==> config.mk <==
export PLATFORM = sky130hd
export DESIGN_NAME = sandboxTop
export DESIGN_NICKNAME = d
export VERILOG_FILES = /design/src/hw/esfaPkg.sv /design/src/hw/hostLinkPkg.sv /design/src/hw/activityIndicator.sv /design/src/hw/elementStore.sv /design/src/hw/queryEngine.sv /design/src/hw/sandboxProcess.sv /design/src/hw/sandboxTop.sv
export SDC_FILE = /design/constraint.sdc
export NUM_CORES = 2
export LEC_CHECK = 0
export CAP_MARGIN = 20
export CORE_MARGIN = 3
export CORE_UTILIZATION = 40
export DETAILED_ROUTE_END_ITERATION = 16
export DONT_BUFFER_PORTS = 1
export PLACE_DENSITY = 0.55
export SYNTH_ARGS = -nofsm -noshare
export SYNTH_HDL_FRONTEND = slang
export SYNTH_SLANG_ARGS = --single-unit
==> constraint.sdc <==
create_clock -name masterClock -period 376.3 [get_ports masterClock]
set_clock_uncertainty 0.15 [all_clocks]
set_input_delay 18.815 -clock masterClock [delete_from_list [all_inputs] [get_ports masterClock]]
set_output_delay 18.815 -clock masterClock [all_outputs]
set_load 0.005 [all_outputs]
==> src/hw/esfaPkg.sv <==
/* element store types shared by the request FSM, the store and the query engine
   selector codes other than the four listed here are answered as bad requests */
package esfaPkg;

  // --------------------
  // field types of one entry
  typedef logic [7:0] index_t;  // entry index, data bits 7..0
  typedef logic [7:0] value_t;  // element value, data bits 15..8
  typedef logic [7:0] tag_t;    // metadata tag, data bits 23..16

  // query kind, data bits 31..24
  typedef enum logic [7:0] {
    selReadValue = 8'd0,  // value at index
    selFindValue = 8'd1,  // lowest index holding value
    selCountTag  = 8'd2,  // entries carrying tag
    selMaxValue  = 8'd3   // largest stored value
  } selector_t;

  // --------------------
  // one store write, single-cycle enable
  typedef struct packed {
    logic   writeEnable;
    logic   writeTag;     // tag write instead of value write
    index_t index;
    value_t data;         // value or tag, same width
  } storeWrite_t;

  // one query, single-cycle strobe
  typedef struct packed {
    logic      strobe;
    selector_t selector;
    index_t    index;
    value_t    value;
    tag_t      tag;
  } queryRequest_t;

  typedef struct packed {
    logic   found;
    value_t value;        // value, index or count depending on selector
    logic   badSelector;
  } queryResult_t;

endpackage

==> src/hw/hostLinkPkg.sv <==
/* host link frame types; control bits above 1 are ignored and status bits above 1 stay zero
   the decoded command pulls its field types from esfaPkg, so that package compiles first */
package hostLinkPkg;

  // --------------------
  // raw frame words
  typedef logic [7:0]  control_t;   // control byte from the host
  typedef logic [31:0] dataWord_t;  // data word in both directions
  typedef logic [7:0]  status_t;    // status byte back to the host

  // control byte bits
  localparam int CtrlUpdateBit   = 0;  // set for an update
  localparam int CtrlMetadataBit = 1;  // update targets the tag

  // status byte bits
  localparam int StatusFlagBit = 0;  // found flag or update ack
  localparam int StatusBadBit  = 1;  // unknown selector

  // --------------------
  // one decoded host request
  typedef struct packed {
    logic                isUpdate;
    logic                isMetadata;
    esfaPkg::index_t     index;
    esfaPkg::value_t     value;
    esfaPkg::tag_t       metadata;
    esfaPkg::selector_t  selector;   // raw code, may be unknown
  } hostCommand_t;

  // answer word layout
  localparam int OutputValueLsb = 24;  // result byte sits on top

endpackage

==> src/hw/activityIndicator.sv <==
/* one blink of one slowClock period per request; requests during a blink are not queued
   slowClock edges are seen a few masterClock cycles late through the synchronizer */
`timescale 1ns/1ps

module activityIndicator (
  input  logic masterClock,
  input  logic reset,        // sync, active low
  input  logic slowClock,    // LED time base, unrelated to masterClock
  input  logic accepted,     // one pulse per request
  output logic rxIndicator   // LED drive
);
  typedef enum logic [1:0] {
    idle,     // LED off, waiting for a request
    armed,    // waiting for a slow falling edge
    lit,      // LED on, low half of the slow period
    dimming   // LED on, waiting for the closing falling edge
  } blinkState_t;

  blinkState_t state;
  logic        slowMeta;  // first sync stage
  logic        slowSync;
  logic        slowLast;  // previous synced level
  logic        slowFall;

  assign slowFall = slowLast && !slowSync;

  // --------------------
  // slow clock sampling
  always_ff @(posedge masterClock)
  begin
    if (!reset)
    begin
      slowMeta <= 1'b0;
      slowSync <= 1'b0;
      slowLast <= 1'b0;
    end
    else
    begin
      slowMeta <= slowClock;
      slowSync <= slowMeta;
      slowLast <= slowSync;
    end
  end

  // --------------------
  // blink FSM
  always_ff @(posedge masterClock)
  begin
    if (!reset)
    begin
      state       <= idle;
      rxIndicator <= 1'b0;
    end
    else
    begin
      case (state)
        idle:
          if (accepted)
            state <= armed;
        armed:
          if (slowFall)  // fall after a high level
          begin
            rxIndicator <= 1'b1;
            state       <= lit;
          end
        lit:
          if (slowSync)
            state <= dimming;
        dimming:
          if (slowFall)
          begin
            rxIndicator <= 1'b0;
            state       <= idle;
          end
        default:
          state <= idle;
      endcase
    end
  end

endmodule

==> src/hw/elementStore.sv <==
/* one write per cycle; writes to an index at or beyond StoreDepth are dropped
   StoreDepth from 1 to 256 */
`timescale 1ns/1ps

module elementStore #(
  parameter int StoreDepth = 64
) (
  input  logic                             masterClock,
  input  logic                             reset,         // sync, active low
  input  esfaPkg::storeWrite_t             storeWrite,
  output esfaPkg::value_t [StoreDepth-1:0] entryValues,   // per-entry value
  output esfaPkg::tag_t   [StoreDepth-1:0] entryTags,     // per-entry metadata tag
  output logic            [StoreDepth-1:0] entryWritten   // entry holds data
);
  import esfaPkg::*;

  logic [StoreDepth-1:0] slotSelect;  // one-hot, empty when out of range

  // --------------------
  // index decode
  always_comb
  begin
    slotSelect = '0;
    for (int i = 0; i < StoreDepth; i++)
    begin
      if (storeWrite.writeEnable && storeWrite.index == index_t'(i))
        slotSelect[i] = 1'b1;
    end
  end

  // --------------------
  // entry registers
  always_ff @(posedge masterClock)
  begin
    if (!reset)
    begin
      entryValues  <= '0;
      entryTags    <= '0;
      entryWritten <= '0;   // every entry unwritten
    end
    else
    begin
      for (int i = 0; i < StoreDepth; i++)
      begin
        if (slotSelect[i])
        begin
          if (storeWrite.writeTag)
            entryTags[i] <= storeWrite.data;    // metadata write
          else
            entryValues[i] <= storeWrite.data;  // value write
          entryWritten[i] <= 1'b1;  // either kind marks the entry
        end
      end
    end
  end

endmodule

==> src/hw/queryEngine.sv <==
/* one query per strobe, answered one cycle later; only written entries take part
   selCountTag saturates at 255 */
`timescale 1ns/1ps

module queryEngine #(
  parameter int StoreDepth = 64
) (
  input  logic                             masterClock,
  input  logic                             reset,        // sync, active low
  input  esfaPkg::queryRequest_t           query,
  input  esfaPkg::value_t [StoreDepth-1:0] entryValues,
  input  esfaPkg::tag_t   [StoreDepth-1:0] entryTags,
  input  logic            [StoreDepth-1:0] entryWritten,
  output esfaPkg::queryResult_t            result,
  output logic                             resultValid   // one cycle after strobe
);
  import esfaPkg::*;

  localparam int CountMax = 255;  // largest count the value byte holds

  logic         readFound;
  value_t       readValue;
  logic         hitFound;
  index_t       hitIndex;
  logic [8:0]   tagCount;   // room for 256 matches
  value_t       maxValue;
  logic         anyWritten;
  queryResult_t answer;

  // --------------------
  // sweep over all entries
  always_comb
  begin
    readFound  = 1'b0;
    readValue  = '0;
    hitFound   = 1'b0;
    hitIndex   = '0;
    tagCount   = '0;
    maxValue   = '0;
    anyWritten = 1'b0;
    for (int i = StoreDepth - 1; i >= 0; i--)  // downward so the lowest hit wins
    begin
      if (entryWritten[i])
      begin
        if (index_t'(i) == query.index)  // never true for out-of-range index
        begin
          readFound = 1'b1;
          readValue = entryValues[i];
        end
        if (entryValues[i] == query.value)
        begin
          hitFound = 1'b1;
          hitIndex = index_t'(i);
        end
        if (entryTags[i] == query.tag)
          tagCount = tagCount + 9'd1;
        if (entryValues[i] > maxValue)
          maxValue = entryValues[i];
        anyWritten = 1'b1;
      end
    end
  end

  // --------------------
  // selector mux
  always_comb
  begin
    answer = '0;
    case (query.selector)
      selReadValue:
      begin
        answer.found = readFound;
        answer.value = readValue;
      end
      selFindValue:
      begin
        answer.found = hitFound;
        answer.value = hitIndex;    // index reported in the value byte
      end
      selCountTag:
      begin
        answer.found = (tagCount != '0);
        answer.value = (tagCount > CountMax) ? value_t'(CountMax) : tagCount[7:0];
      end
      selMaxValue:
      begin
        answer.found = anyWritten;
        answer.value = maxValue;
      end
      default:
        answer.badSelector = 1'b1;  // found and value stay 0
    endcase
  end

  // --------------------
  // result register
  always_ff @(posedge masterClock)
  begin
    if (!reset)
      resultValid <= 1'b0;
    else
      resultValid <= query.strobe;
  end

  always_ff @(posedge masterClock)
  begin
    if (query.strobe)
      result <= answer;  // held until the next query
  end

endmodule

==> src/hw/sandboxProcess.sv <==
/* one request in flight; the host holds control and inputData while dataReceived is high
   transmitData rises 3 cycles and clearDR 5 cycles after the request is sampled */
`timescale 1ns/1ps

module sandboxProcess (
  input  logic                   masterClock,
  input  logic                   reset,         // sync, active low
  input  logic                   dataReceived,  // request level from the host link
  input  hostLinkPkg::control_t  control,
  input  hostLinkPkg::dataWord_t inputData,
  input  esfaPkg::queryResult_t  result,        // from queryEngine
  input  logic                   resultValid,
  output esfaPkg::storeWrite_t   storeWrite,    // to elementStore
  output esfaPkg::queryRequest_t query,         // to queryEngine
  output logic                   accepted,      // one pulse per request
  output hostLinkPkg::status_t   status,
  output hostLinkPkg::dataWord_t outputData,
  output logic                   transmitData,
  output logic                   clearDR
);
  import hostLinkPkg::*;
  import esfaPkg::*;

  typedef enum logic [2:0] {
    idle,         // waiting for dataReceived
    issue,        // write or query strobe out
    respond,      // store updated or result registered
    announce,     // answer stable
    settle,
    done,
    waitRelease   // host still holds dataReceived
  } procState_t;

  procState_t   state;
  hostCommand_t request;  // decoded straight off the link
  hostCommand_t command;  // latched at acceptance

  // --------------------
  // request decode
  always_comb
  begin
    request.isUpdate   = control[CtrlUpdateBit];
    request.isMetadata = control[CtrlMetadataBit];
    request.index      = inputData[7:0];
    request.value      = inputData[15:8];
    request.metadata   = inputData[23:16];
    request.selector   = selector_t'(inputData[31:24]);  // unknown codes pass through
  end

  // latch on acceptance, payload only
  always_ff @(posedge masterClock)
  begin
    if (state == idle && dataReceived)
      command <= request;
  end

  // --------------------
  // command issue, live for the single issue cycle
  always_comb
  begin
    storeWrite.writeEnable = (state == issue) && command.isUpdate;
    storeWrite.writeTag    = command.isMetadata;
    storeWrite.index       = command.index;
    storeWrite.data        = command.isMetadata ? command.metadata : command.value;

    query.strobe   = (state == issue) && !command.isUpdate;
    query.selector = command.selector;
    query.index    = command.index;
    query.value    = command.value;
    query.tag      = command.metadata;
  end

  assign accepted = (state == issue);  // drives the LED blink

  // --------------------
  // request FSM and host answer
  always_ff @(posedge masterClock)
  begin
    if (!reset)
    begin
      state        <= idle;
      status       <= '0;
      outputData   <= '0;
      transmitData <= 1'b0;
      clearDR      <= 1'b0;
    end
    else
    begin
      case (state)
        idle:
          if (dataReceived)
            state <= issue;   // edge 0
        issue:
          state <= respond;   // store or engine acts on edge 1
        respond:
          if (command.isUpdate || resultValid)
          begin
            status     <= '0;
            outputData <= '0;
            if (command.isUpdate)
              status[StatusFlagBit] <= 1'b1;  // plain ack
            else
            begin
              status[StatusFlagBit] <= result.found;
              status[StatusBadBit]  <= result.badSelector;
              outputData[OutputValueLsb +: 8] <= result.value;
            end
            state <= announce;  // answer set on edge 2
          end
        announce:
        begin
          transmitData <= 1'b1;  // edge 3
          state        <= settle;
        end
        settle:
          state <= done;
        done:
        begin
          clearDR <= 1'b1;       // edge 5
          state   <= waitRelease;
        end
        waitRelease:
          if (!dataReceived)     // host let go
          begin
            transmitData <= 1'b0;
            clearDR      <= 1'b0;
            state        <= idle;
          end
        default:
          state <= idle;
      endcase
    end
  end

endmodule

==> src/hw/sandboxTop.sv <==
/* host-facing top; adds no latency over the blocks below
   StoreDepth from 1 to 256 */
`timescale 1ns/1ps

module sandboxTop #(
  parameter int StoreDepth = 64
) (
  input  logic                   masterClock,
  input  logic                   slowClock,     // LED timing only
  input  logic                   reset,         // sync, active low
  input  logic                   dataReceived,
  input  hostLinkPkg::control_t  control,
  input  hostLinkPkg::dataWord_t inputData,
  output logic                   clearDR,
  output logic                   transmitData,
  output hostLinkPkg::status_t   status,
  output hostLinkPkg::dataWord_t outputData,
  output logic                   rxIndicator
);
  import esfaPkg::*;

  // --------------------
  // internal wiring
  storeWrite_t             storeWrite;
  queryRequest_t           query;
  queryResult_t            result;
  logic                    resultValid;
  value_t [StoreDepth-1:0] entryValues;
  tag_t   [StoreDepth-1:0] entryTags;
  logic   [StoreDepth-1:0] entryWritten;
  logic                    accepted;

  sandboxProcess i_sandboxProcess (
    .masterClock  (masterClock),
    .reset        (reset),
    .dataReceived (dataReceived),
    .control      (control),
    .inputData    (inputData),
    .result       (result),
    .resultValid  (resultValid),
    .storeWrite   (storeWrite),
    .query        (query),
    .accepted     (accepted),
    .status       (status),
    .outputData   (outputData),
    .transmitData (transmitData),
    .clearDR      (clearDR)
  );

  elementStore #(.StoreDepth(StoreDepth)) i_elementStore (
    .masterClock  (masterClock),
    .reset        (reset),
    .storeWrite   (storeWrite),
    .entryValues  (entryValues),
    .entryTags    (entryTags),
    .entryWritten (entryWritten)
  );

  queryEngine #(.StoreDepth(StoreDepth)) i_queryEngine (
    .masterClock  (masterClock),
    .reset        (reset),
    .query        (query),
    .entryValues  (entryValues),
    .entryTags    (entryTags),
    .entryWritten (entryWritten),
    .result       (result),
    .resultValid  (resultValid)
  );

  activityIndicator i_activityIndicator (
    .masterClock (masterClock),
    .reset       (reset),
    .slowClock   (slowClock),
    .accepted    (accepted),
    .rxIndicator (rxIndicator)
  );

endmodule
==> results list <==
- Counting the buffers created by CTS gives 143.
- VDD sags by at most 0.00000497 V.
- STA classifies the critical path endpoint as a flop.
- Placer congestion estimate: 1.05
* Worst-path cell with the longest stage delay: dfxtp_1
- Placed cell count: 14,413
* Most common flop cell mapped by yosys: dfxtp_1
* Largest buffer count on any clock path: 3
* Final clock period utilization by the worst path: 0.377
- Compared with the post-synthesis result, the final layout area differs by 7.42%.
* Number of distinct library cell variants in the gate-level netlist after synthesis: 195
* Critical path's most frequent cell: a21oi_1
- Headroom to the max-slew limit came out at 0.144.
* Post-Synthesis Cells: 11,938
* Maxcap violations: 0
- Setup repair after global routing left no endpoint under its margin.
- STA puts the critical path data required time at 376.67 ns.
* Chip Height: 483 µm
* Accumulated negative setup slack: 0 ns
* Summed instance area of the synthesized netlist: 91,200 µm²
- The number of global-route vias before repair came to 82,468.
- Startpoint of the worst register-to-register path: i_elementStore.entryWritten[63]
- Largest net degree at the start of global routing: 140
- Hold WC Path Type: flop to flop
- The final layout contains 12,071 nets.
* Number of hold buffers added after cts: 0
- The run finished with clean final reports.
- Post-DRT Antenna Nets: 0
* Average cell area after synthesis: 7.64 µm²
- CORE AREA: 226,000 µm²
- Counting flops and latches in the post-synthesis netlist gives 1,154.
* Most common library cell in the layout ignoring fill and taps: nand2_1
- Post-CTS repair changed the size of 0 cells.
* Number of buffers inserted by port buffering: 0
- Based on the critical path, the design can be clocked at up to 7.05 MHz.
* Transition time at the pin with the least slew margin: 1.27 ns
- Summed over all cells, the static leakage comes to 37.6 nW.
- The worst setup path is of the flop to flop kind.
* Pwr dens: 3.03 nW/µm²
- In this run the most critical hold path is launched from i_activityIndicator.slowMeta.
* Worst-path maximum fanout: 17
- Clock tree root buffer cell: clkbuf_16
* GRT Residual Overflow: 0
- Fraction of registers with async set/reset: 0
* Source-to-sink clock delay at the later pin of the worst-skew pair: 0.84 ns
- For this run, design rule violations remaining after detail routing come to 0.
- Once placement finished, the instance area stood at 92,900 µm².
- Routed via count divided by cell count: 6.08
- For this run, the slowest stage of the critical path takes 0.87 ns.
* Floorplan die area: 234,000 µm²
- Number of placement rows: 174
- First DRT Iteration DRCs: 10,555
- Clock slew at reported path FFs: 0.06 ns
- First-pass GRT wire length: 566 mm
* Proportion of synthesized chip area in sequential cells: 0.258
- DIE WIDTH: 483 µm
* Non-Filler Instances: 14,689
- Number of enable-type register cells in the synthesized netlist: 44
- Number of top-level pins: 87
* Total wirelength of the detailed-routed design: 394 mm
- The smallest clock period supported by the final layout is computed as 141.79 ns.
- In the layout the commonest cells are 2,066 x nand2_1, 1,319 x a21oi_1, 1,110 x dfxtp_1.
- CTS tree: done
* CTS sink cnt: 1,154
- Total Routing Usage GR: 0.321
* Beginning of the critical path: i_elementStore.entryWritten[63]
- Of the cells placed in the final design, the portion with a size suffix greater than 1 is 0.0929.
- DP HPWL: 296 mm
- Starting density of the core: 0.404
- The initial antenna violation count came to 31.
- The worst setup path is launched from a flop.
- # setup viols final: 0
- In this run the number of H-tree levels came out at 4.
- Yosys printed 0 warnings.
* Data arrival time at the worst-slack endpoint: 142.16 ns
* Via count: 89,295
- Count of TritonRoute iterations in the first routing pass: 6
* Number of hold violations in the final report: 0
* Post-route cell area: 97,900 µm²
- Number of setup buffers added after CTS: 0
* Worst reg-to-reg setup slack: 234.51 ns
* Pins Over Slew Limit: 0
- After detailed routing, the average wire length per cell comes to 26.8 µm.
==> worst max-delay path, delay by kind of cell, from the launching register on <==
| kind | cells | cell delay [ns] |
|---|---|---|
| flip-flops | 1 | 0.87 |
| AO/OA/AOI/OAI | 313 | 68.80 |
| multiplexers | 26 | 9.30 |
| buffers and inverters | 37 | 4.47 |
| adder cells (fa/ha/maj) | 63 | 19.64 |
| AND/OR/NAND/NOR | 180 | 37.94 |
==> kinds of logic (layout without fill, tap and decap cells) <==
| group | Yosys count | count (layout) | share of synthesized area |
|---|---|---|---|
| AND/OR/NAND/NOR | 4209 | 4209 | 0.219 |
| AO/OA/AOI/OAI | 3101 | 3101 | 0.213 |
| XOR/XNOR | 1474 | 1474 | 0.142 |
| buffers and inverters | 1169 | 886 | 0.0610 |
| flip-flops | 1154 | 1154 | 0.258 |
| adder cells (fa/ha/maj) | 485 | 485 | 0.0658 |
| multiplexers | 345 | 345 | 0.0411 |
| other | 1 | 43 | 0.0000411 |
==> through the flow <==
stage	hold WS [ns]	setup WS (ns)	total power [mW]	utilization
after floorplan	0.262	255.04	0.143	-
after global placement	0.298	238.78	0.152	0.411
after detailed placement	0.296	236.81	0.152	0.411
after CTS	0.309	236.31	0.298	0.433
after global routing	0.320	223.69	0.304	0.434
final	0.309	234.51	0.297	0.434
==> layout make-up <==
cell class              instances  area, µm²
flip-flops and latches       1154      23500
diodes                         13       32.5
multi-input cells            9644      62300
clock inverters                51        818
inverters                     392       1480
clock buffers                 203       4140
fillers                     22741     128000
repair buffers                240       1880
well taps                    2992       3740
==> flip-flops by register name (all words and copies together), names as in the netlist <==
register	flops
i_activityIndicator.rxIndicator	1
i_activityIndicator.slowLast	1
i_elementStore.entryValues	512
i_sandboxProcess.command	1
i_activityIndicator.slowMeta	1
i_sandboxProcess.clearDR	1
i_sandboxProcess.outputData	8
i_activityIndicator.state	2
i_elementStore.entryTags	512
i_sandboxProcess.query	32
i_sandboxProcess.state	3
i_queryEngine.resultValid	1
i_sandboxProcess.status	2
i_queryEngine.result	10
i_activityIndicator.slowSync	1
i_elementStore.entryWritten	64
i_sandboxProcess.transmitData	1
i_sandboxProcess.storeWrite	1
==> metal layers <==
layer | vias up | GRT usage | wire length (µm)
met2 | 4016 | 0.473 | 163000
met1 | 43154 | 0.433 | 169000
li1 | 41154 | - | -
met3 | 955 | 0.0788 | 39100
met4 | 16 | 0.163 | 23200
met5 | - | 0 | 109
==> cells in the mapped netlist, types with 105 or more instances <==
master / number / area [µm²]
clkbuf_1: 523 / 1960
a21oi_1: 1319 / 6600
inv_1: 390 / 1460
xnor2_1: 741 / 6490
xor2_1: 731 / 6400
and3_1: 116 / 726
mux2i_1: 189 / 1890
nand4_1: 253 / 1580
nand2_1: 2070 / 7770
nor3_1: 185 / 926
a22oi_1: 143 / 1070
mux2_2: 130 / 1460
nor2_1: 598 / 2240
ha_1: 452 / 5660
o21ai_0: 749 / 3750
nand3_1: 256 / 1280
nor4_1: 197 / 1230
dfxtp_1: 1110 / 22200
a21o_1: 105 / 788
==> power by group <==
part / internal, mW / switching (mW)
Clock: 0.0845 / 0.0618
Combinational: 0.00667 / 0.0192
Sequential: 0.124 / 0.000873
==> final timing paths <==
kind / end / cells after the start
worst min-delay path: i_activityIndicator.slowSync / 1
worst max register to register: i_queryEngine.result[6] / 619
worst max-delay path: i_queryEngine.result[6] / 619
worst min register to register: i_activityIndicator.slowSync / 1
(Power assumes the default switching activity.)
